[config.mk]
export PLATFORM = sky130hd
export DESIGN_NAME = regs900_top
export DESIGN_NICKNAME = d
export VERILOG_FILES = /design/src/logic/regs900_pkg.sv /design/src/logic/apb_reg_port.sv /design/src/logic/ctrl_regs.sv /design/src/logic/operand_mux.sv /design/src/logic/reg_bank.sv /design/src/logic/reg_write_ctrl.sv /design/src/logic/regs900_top.sv
export SDC_FILE = /design/constraint.sdc
export NUM_CORES = 2
export LEC_CHECK = 0
export ABC_AREA = 0
export BUFFER_PORTS_ARGS = -buffer_cell sky130_fd_sc_hd__buf_2
export CELL_PAD_IN_SITES_DETAIL_PLACEMENT = 0
export CELL_PAD_IN_SITES_GLOBAL_PLACEMENT = 1
export CORE_ASPECT_RATIO = 1.5
export CORE_MARGIN = 2
export CORE_UTILIZATION = 29
export CTS_CLUSTER_SIZE = 30
export DETAILED_ROUTE_END_ITERATION = 16
export GPL_TIMING_DRIVEN = 0
export PLACE_DENSITY = 0.56
export SLEW_MARGIN = 20
export SYNTH_ARGS = -nofsm -noshare
export SYNTH_HDL_FRONTEND = slang
export SYNTH_SLANG_ARGS = --single-unit
[constraint.sdc]
create_clock -name clk -period 72.3 [get_ports clk]
set_input_delay 21.69 -clock clk [delete_from_list [all_inputs] [get_ports clk]]
set_output_delay 21.69 -clock clk [all_outputs]
set_load 0.01 [all_outputs]
[src/logic/regs900_pkg.sv]
// shared types and codes; special codes are byte or word only, size 3 is never legal
package regs900_pkg;

    localparam int N_BANKS = 4;
    localparam int N_ACC   = 4;
    localparam int N_PTR   = 4;
    localparam int XSP_IDX = 3;                   // stack pointer slot
    localparam int ADDR_W  = 13;                  // apb address width

    typedef logic [31:0] word_t;
    typedef logic [7:0]  reg_code_t;
    typedef logic [1:0]  size_t;
    typedef logic [1:0]  bank_t;                  // bank number and rfp
    typedef logic [3:0]  lane_en_t;               // one bit per byte lane
    typedef logic [15:0] sr_t;

    localparam reg_code_t CODE_SR = 8'hF0;
    localparam reg_code_t CODE_FX = 8'hF1;

    localparam size_t SZ_BYTE = 2'd0;
    localparam size_t SZ_WORD = 2'd1;
    localparam size_t SZ_LONG = 2'd2;
    localparam size_t SZ_ILL  = 2'd3;

    typedef struct packed {
        logic s;
        logic z;
        logic h;
        logic v;
        logic n;
        logic c;
    } flags_t;

    typedef struct packed {
        bank_t    bank;
        logic [1:0] idx;
        lane_en_t lane_we;
        word_t    data;
    } bank_wr_t;

    typedef struct packed {
        reg_code_t code;
        size_t     size;
        logic      sext;
    } rd_req_t;

    typedef struct packed {
        reg_code_t code;
        lane_en_t  lane_we;
        word_t     data;
    } ctrl_wr_t;

    // flag byte layout with bits 5 and 3 held at 0
    function automatic logic [7:0] flag_byte(flags_t f);
        return {f.s, f.z, 1'b0, f.h, 1'b0, f.v, f.n, f.c};
    endfunction

endpackage

[src/logic/apb_reg_port.sv]
// apb slave; writes finish with no wait state, reads with one; paddr must hold during a read
`timescale 1ns/1ps
module apb_reg_port (
    input  logic                           clk,
    input  logic                           rst,
    input  logic                           psel,
    input  logic                           penable,
    input  logic                           pwrite,
    input  logic [regs900_pkg::ADDR_W-1:0] paddr,
    input  regs900_pkg::word_t             pwdata,
    output regs900_pkg::word_t             prdata,
    output logic                           pready,
    output logic                           pslverr,
    output logic                           wr_en,
    output regs900_pkg::reg_code_t         wr_code,
    output regs900_pkg::size_t             wr_size,
    output regs900_pkg::word_t             wr_data,
    output regs900_pkg::rd_req_t           rd_req,
    input  regs900_pkg::word_t             rd_data
);
    import regs900_pkg::*;

    typedef enum logic {IDLE, RD_WAIT} state_t;

    state_t    state;
    reg_code_t code;
    size_t     size;
    logic      special;
    logic      illegal;
    logic      access;
    logic      rd_start;

    assign code     = paddr[9:2];
    assign size     = paddr[11:10];
    assign special  = code[7] & code[6];
    assign access   = psel & penable;
    assign rd_start = access & ~pwrite & (state == IDLE);

    always_comb begin
        illegal = (size == SZ_ILL);
        if (special && code != CODE_SR && code != CODE_FX) illegal = 1'b1; // unknown special
        if (special && size == SZ_LONG) illegal = 1'b1;
        if (!special && size == SZ_LONG && code[1:0] != 2'd0) illegal = 1'b1;
        if (!special && size == SZ_WORD && code[0]) illegal = 1'b1; // odd word lane
        if (code[7] && !code[6] && code[5:4] != 2'd0) illegal = 1'b1; // bad pointer code
        if (pwrite && code == CODE_FX && pwdata != '0) illegal = 1'b1;
    end

    assign pready  = (state == RD_WAIT) | (access & pwrite & (state == IDLE));
    assign pslverr = pready & illegal;

    assign wr_en   = access & pwrite & (state == IDLE) & ~illegal;
    assign wr_code = code;
    assign wr_size = size;
    assign wr_data = pwdata;
    assign rd_req  = '{code: code, size: size, sext: paddr[12]};

    always_ff @(posedge clk or posedge rst) begin
        if (rst) begin
            state  <= IDLE;
            prdata <= '0;
        end else begin
            case (state)
                IDLE: begin
                    if (rd_start) begin
                        state  <= RD_WAIT;
                        prdata <= illegal ? '0 : rd_data; // error reads return 0
                    end
                end
                default: state <= IDLE;                     // wait state done
            endcase
        end
    end

endmodule

[src/logic/ctrl_regs.sv]
// pointers, rfp, imask and both flag sets; a byte write to SR reaches the flags only
`timescale 1ns/1ps
module ctrl_regs (
    input  logic                  clk,
    input  logic                  rst,
    input  logic                  we,
    input  regs900_pkg::ctrl_wr_t wr,
    output regs900_pkg::word_t    ptrs [regs900_pkg::N_PTR],
    output regs900_pkg::bank_t    rfp,
    output regs900_pkg::sr_t      sr,
    output regs900_pkg::flags_t   flags_alt
);
    import regs900_pkg::*;

    logic [2:0] imask;                               // interrupt mask
    flags_t     flags;                               // main set
    logic [1:0] pidx;

    assign pidx = wr.code[3:2];
    assign sr   = {1'b1, imask, 2'b10, rfp, flag_byte(flags)};

    always_ff @(posedge clk or posedge rst) begin
        if (rst) begin
            for (int i = 0; i < N_PTR; i++) begin
                ptrs[i] <= '0;
            end
            rfp       <= '0;
            imask     <= 3'd7;                       // all interrupts masked
            flags     <= '0;
            flags_alt <= '0;
        end else if (we) begin
            if (wr.code == CODE_FX) begin
                flags     <= flags_alt;              // swap sets
                flags_alt <= flags;
            end else if (wr.code == CODE_SR) begin
                if (wr.lane_we[1]) begin
                    imask <= wr.data[14:12];
                    rfp   <= wr.data[9:8];
                end
                if (wr.lane_we[0]) begin
                    flags <= {wr.data[7:6], wr.data[4], wr.data[2:0]};
                end
            end else begin
                for (int l = 0; l < 4; l++) begin
                    if (wr.lane_we[l]) begin
                        ptrs[pidx][8*l +: 8] <= wr.data[8*l +: 8];
                    end
                end
            end
        end
    end

endmodule

[src/logic/operand_mux.sv]
// read path; specials are not lane shifted, unknown specials fall back to SR
`timescale 1ns/1ps
module operand_mux (
    input  regs900_pkg::rd_req_t req,
    input  regs900_pkg::bank_t   rfp,
    input  regs900_pkg::word_t   banks [regs900_pkg::N_BANKS][regs900_pkg::N_ACC],
    input  regs900_pkg::word_t   ptrs [regs900_pkg::N_PTR],
    input  regs900_pkg::sr_t     sr,
    input  regs900_pkg::flags_t  flags_alt,
    output regs900_pkg::word_t   data
);
    import regs900_pkg::*;

    bank_t      bank;
    logic       special;
    word_t      src;
    logic [4:0] shamt;
    word_t      aligned;

    assign special = req.code[7] & req.code[6];
    assign bank    = req.code[6] ? rfp : req.code[5:4]; // current bank via rfp

    always_comb begin
        if (special) begin
            if (req.code == CODE_FX) begin
                src = {24'd0, flag_byte(flags_alt)};
            end else begin
                src = {16'd0, sr};
            end
        end else if (req.code[7]) begin
            src = ptrs[req.code[3:2]];
        end else begin
            src = banks[bank][req.code[3:2]];
        end
    end

    // lane field picks the byte offset
    assign shamt   = special ? 5'd0 : {req.code[1:0], 3'b000};
    assign aligned = src >> shamt;

    always_comb begin
        case (req.size)
            SZ_BYTE: begin
                if (req.sext) begin
                    data = {{24{aligned[7]}}, aligned[7:0]};
                end else begin
                    data = {24'd0, aligned[7:0]};
                end
            end
            SZ_WORD: begin
                if (req.sext) begin
                    data = {{16{aligned[15]}}, aligned[15:0]};
                end else begin
                    data = {16'd0, aligned[15:0]};
                end
            end
            default: data = aligned;                 // long
        endcase
    end

endmodule

[src/logic/reg_bank.sv]
// one accumulator bank; a write lands only when its bank field matches bank_id
`timescale 1ns/1ps
module reg_bank (
    input  logic                  clk,
    input  logic                  rst,
    input  regs900_pkg::bank_t    bank_id,
    input  logic                  we,
    input  regs900_pkg::bank_wr_t wr,
    output regs900_pkg::word_t    words [regs900_pkg::N_ACC]
);
    import regs900_pkg::*;

    logic hit;

    assign hit = we & (wr.bank == bank_id);

    always_ff @(posedge clk or posedge rst) begin
        if (rst) begin
            for (int i = 0; i < N_ACC; i++) begin
                words[i] <= '0;
            end
        end else if (hit) begin
            for (int l = 0; l < 4; l++) begin
                if (wr.lane_we[l]) begin
                    words[wr.idx][8*l +: 8] <= wr.data[8*l +: 8]; // merge byte lane
                end
            end
        end
    end

endmodule

[src/logic/reg_write_ctrl.sv]
// combinational write routing; expects only legal writes, size 3 enables no lane
`timescale 1ns/1ps
module reg_write_ctrl (
    input  logic                   wr_en,
    input  regs900_pkg::reg_code_t wr_code,
    input  regs900_pkg::size_t     wr_size,
    input  regs900_pkg::word_t     wr_data,
    input  regs900_pkg::bank_t     rfp,
    output regs900_pkg::bank_wr_t  bank_wr,
    output regs900_pkg::ctrl_wr_t  ctrl_wr,
    output logic                   bank_we,
    output logic                   ctrl_we
);
    import regs900_pkg::*;

    logic [1:0] lane;
    lane_en_t   lane_we;
    word_t      data;
    bank_t      bank;

    assign lane = wr_code[1:0];

    always_comb begin
        case (wr_size)
            SZ_BYTE: begin
                lane_we = lane_en_t'(4'b0001 << lane);
                data    = {4{wr_data[7:0]}};         // byte on every lane
            end
            SZ_WORD: begin
                lane_we = lane_en_t'(4'b0011 << {lane[1], 1'b0});
                data    = {2{wr_data[15:0]}};
            end
            SZ_LONG: begin
                lane_we = 4'b1111;
                data    = wr_data;
            end
            default: begin
                lane_we = 4'b0000;
                data    = wr_data;
            end
        endcase
    end

    // current-bank codes take rfp
    assign bank = wr_code[6] ? rfp : wr_code[5:4];

    assign bank_wr.bank    = bank;
    assign bank_wr.idx     = wr_code[3:2];
    assign bank_wr.lane_we = lane_we;
    assign bank_wr.data    = data;

    assign ctrl_wr.code    = wr_code;
    assign ctrl_wr.lane_we = lane_we;
    assign ctrl_wr.data    = data;

    assign bank_we = wr_en & ~wr_code[7];            // accumulators
    assign ctrl_we = wr_en & wr_code[7];             // pointers and specials

endmodule

[src/logic/regs900_top.sv]
// register file behind one apb slave; no core attached, the host does all access
`timescale 1ns/1ps
module regs900_top (
    input  logic                           clk,
    input  logic                           rst,
    input  logic                           psel,
    input  logic                           penable,
    input  logic                           pwrite,
    input  logic [regs900_pkg::ADDR_W-1:0] paddr,
    input  regs900_pkg::word_t             pwdata,
    output regs900_pkg::word_t             prdata,
    output logic                           pready,
    output logic                           pslverr
);
    import regs900_pkg::*;

    logic      wr_en;
    reg_code_t wr_code;
    size_t     wr_size;
    word_t     wr_data;
    rd_req_t   rd_req;
    word_t     rd_data;
    bank_wr_t  bank_wr;
    ctrl_wr_t  ctrl_wr;
    logic      bank_we;
    logic      ctrl_we;
    bank_t     rfp;
    sr_t       sr;
    flags_t    flags_alt;
    word_t     ptrs [N_PTR];
    word_t     bank_words [N_BANKS][N_ACC];

    apb_reg_port port_i (.clk, .rst, .psel, .penable, .pwrite, .paddr, .pwdata, .prdata,
                         .pready, .pslverr, .wr_en, .wr_code, .wr_size, .wr_data, .rd_req,
                         .rd_data);

    reg_write_ctrl wctl_i (.wr_en, .wr_code, .wr_size, .wr_data, .rfp, .bank_wr, .ctrl_wr,
                           .bank_we, .ctrl_we);

    for (genvar g = 0; g < N_BANKS; g++) begin : gen_bank
        reg_bank bank_i (.clk, .rst, .bank_id(bank_t'(g)), .we(bank_we), .wr(bank_wr),
                         .words(bank_words[g]));
    end

    ctrl_regs ctrl_i (.clk, .rst, .we(ctrl_we), .wr(ctrl_wr), .ptrs, .rfp, .sr, .flags_alt);

    operand_mux mux_i (.req(rd_req), .rfp, .banks(bank_words), .ptrs, .sr, .flags_alt,
                       .data(rd_data));

endmodule

==> impl_metrics.toml <==
[global_route]
grt_overflow = 0
grt_usage_pct = 25.0
grt_max_degree = 99
grt_antenna_before_repair = 6
grt_pass1_wl_um = 204000
grt_pass1_vias = 25450

[power]
power_frac_seq_pct = 45.3
totalPowerFinal_mw = 0.899
switching_share_pct = 27.6
switchingPower_mw = 0.248
internal_power_mw = 0.651
p_leak_nw = 17.3
power_frac_clock_pct = 43.7
powerDensity_nw_per_um2 = 23.6
combPwrFrac_pct = 11.1
peakVddDrop_uv = 18.1

[sta]
setup_violations = 0
slew_headroom_pct = 16.7
fmax_ghz = 0.0218
period_minus_slack_ps = 45920
fin_crit_sh_pct = 63.5
tns_ps = 0
finalWorstSetupSlack_ps = 26380
hold_ws_ps = 477
maxSlewViolCount = 0
worstMarginPinSlew_ps = 1240
hold_violations = 0
skew_ps = 23.3
rsz0062_at_grt = "false"

[synthesis]
ys_seq_area_share_pct = 52.1
syn_nets = 3005
ys_types = 75
syn_avg_cell_area_sq_um = 11.2
ys_ff_latch = 690
synth_edf_count = 0
ys.flop_type = "dfrtp_1"
netlist_area_sq_um = 33100
synth_warnings = 0
syn_inst = 2955
async_flop_share_pct = 100

[setup_path]
critical_path.startpoint = "paddr[9]"
worstPathArrival_ps = 24230
worst_ep_required_time_ps = 50610
worstRegToRegCells = 10
path_depth = 7
crit_type = "in -> out"
crit_fanout = 10
crit_path_max_incr_delay_ps = 760
cp-end-kind = "output port"
r2r-start = "ctrl_i.rfp[1]"
cp_slowest_cell = "a21boi_0"
cp_common_cell = "buf_2"
crit_family = "compound AO/OA/AOI/OAI gates"
cp_cell_sequence = "buf_2 > inv_1 > buf_2 > nor2_1 > o2111ai_2 > a21boi_0 > buf_2"
critPathLaunchType = "input port"
worst-path-buf-inv = 4

[place]
globalplace.congestion = 0.936
dp_hpwl_um = 106000
pre_cts_ws_ps = 26490
portBuffers = 77

[outcome]
outcome = "finished clean"

[layout]
drive_above_1_share_pct = 24.7
syn2layout_area_growth_pct = 14.9
n_fill_cell = 11478
final_common_cell = "dfrtp_1"
nets = 3166
multi_input_comb_area_sq_um = 14700
regArea_sq_um = 17300
utilization_pct = 33.6
layout_common_cells = "dfrtp_1 (687), nand2_1 (393), mux2_2 (291)"

[floorplan]
core-area_sq_um = 113000
die-width_um = 280
placementRows = 151
start_util_pct = 29.3
ios = 84
dieArea_sq_um = 117000
fp.dieH_um = 418

[route]
wl_um = 146000
via_per_inst = 5.46
drc = 0
vias = 25244
ant_nets = 0
wl_per_cell_um = 31.7
drtPass1Iterations = 5
drt_iter0_markers = 1912

[clocking]
cts.htree.levels = 3
clock-sinks = 690
cts_root_buf = "clkbuf_16"
tritoncts = "done"
cts_resized = 0
cts_hold_buf = 0
clk_pin_slew_worst_paths_ps = 60
numCtsBuffers = 71
clk_latency_ps = 680
cts.path.max_buffers = 3
cts_setup_buffers = 0

[run]
drv_cap = 0

[worst_hold_path]
hp-start = "gen_bank[2].bank_i.words[113]"
holdCritPathClass = "reg -> reg"
min_path_cells = 2
==> Yosys cell counts, types with 7 or more instances <==
| cell | n | area [sq um] |
|---|---|---|
| nor3_1 | 12 | 60.1 |
| buf_2 | 62 | 310 |
| o2111ai_1 | 10 | 87.6 |
| nor2_4 | 32 | 360 |
| clkbuf_1 | 134 | 503 |
| nor2_2 | 8 | 50.1 |
| o211ai_1 | 11 | 82.6 |
| a22oi_1 | 16 | 120 |
| or4_1 | 18 | 135 |
| dfrtp_1 | 687 | 17200 |
| a21oi_1 | 240 | 1200 |
| o221ai_1 | 8 | 70.1 |
| o211ai_2 | 20 | 250 |
| inv_1 | 12 | 45.0 |
| o21ai_1 | 23 | 115 |
| nor2_1 | 229 | 860 |
| nand3_1 | 116 | 581 |
| nand4_1 | 10 | 62.6 |
| nand2_1 | 393 | 1480 |
| mux2_1 | 41 | 462 |
| buf_1 | 7 | 26.3 |
| buf_6 | 7 | 78.8 |
| nor4_1 | 10 | 62.6 |
| a211oi_1 | 7 | 52.6 |
| nor4_2 | 9 | 113 |
| mux4_2 | 72 | 1620 |
| mux2_2 | 291 | 3280 |
| mux2i_1 | 170 | 1700 |
| nor2b_1 | 9 | 56.3 |
| a31oi_1 | 7 | 43.8 |
| buf_4 | 31 | 233 |
| and2_1 | 7 | 43.8 |
| o21ai_0 | 137 | 686 |
==> cell type report <==
cell class,instances,share of cell area [%]
Tap cell,1453,4.78
Clock buffer,106,5.74
Timing Repair Buffer,88,1.65
Antenna cell,2,0.0131
Inverter,13,0.148
Multi-Input combinational cell,2011,38.7
Buffer,241,3.04
Clock inverter,20,0.598
Sequential cell,690,45.4
==> cells by family after synthesis <==
group                  synth area share (%)
AND/OR/NAND/NOR                        13.1
flip-flops                             52.1
multiplexers                           21.5
AO/OA/AOI/OAI                          9.71
buffers and inverters                  3.62
==> per-stage QoR <==
step                      cells  area (sq um)
after global routing       4622         38100
after floorplan            2955         33100
after CTS                  4622         38100
final                      4624         38100
after global placement     4485         35300
after detailed placement   4496         35700
==> tightest hold or removal path, stage by stage (launching register included) <==
cell and delay (ps):
dfrtp_1 340, nand2_1 40, o21ai_0 60
==> final timing paths <==
check | to | slack (ps)
hold / removal | gen_bank[2].bank_i.words[113] | 480
min in group asynchronous | gen_bank[2].bank_i.words[70] | 21060
setup reg to reg | port_i.prdata[5] | 67340
hold reg to reg | gen_bank[2].bank_i.words[113] | 480
max in group asynchronous | ctrl_i.imask[2] | 49410
setup / recovery | pslverr | 26380
==> sequential cells by signal, summed over array words and instances, names as in the netlist <==
| register | count |
|---|---|
| ctrl_i.rfp | 2 |
| port_i.state | 1 |
| ctrl_i.ptrs | 128 |
| port_i.prdata | 32 |
| ctrl_i.sr | 6 |
| ctrl_i.flags_alt | 6 |
| ctrl_i.imask | 3 |
| gen_bank.bank_i.words | 512 |
==> power groups by stage <==
stage,sequential (mW),combinational [mW],clock (mW)
3_3_place_gp,0.415,0.0965,0
5_1_grt,0.408,0.104,0.412
2_1_floorplan,0.412,0.0525,0
4_1_cts,0.407,0.0994,0.399
6_report,0.407,0.0994,0.393
3_5_place_dp,0.414,0.0991,0
==> layer usage <==
metal | vias to the layer above | wire length, um | part of all wire [%] | track usage, %
met3 | 308 | 7780 | 5.3 | 3.24
li1 | 10838 | - | - | -
met4 | 6 | 9720 | 6.6 | 14.8
met2 | 878 | 73000 | 50 | 43.1
met1 | 13214 | 55800 | 38 | 29.6
met5 | - | 25 | 0.017 | 0
Note: power is estimated with default switching activity, not from simulation.
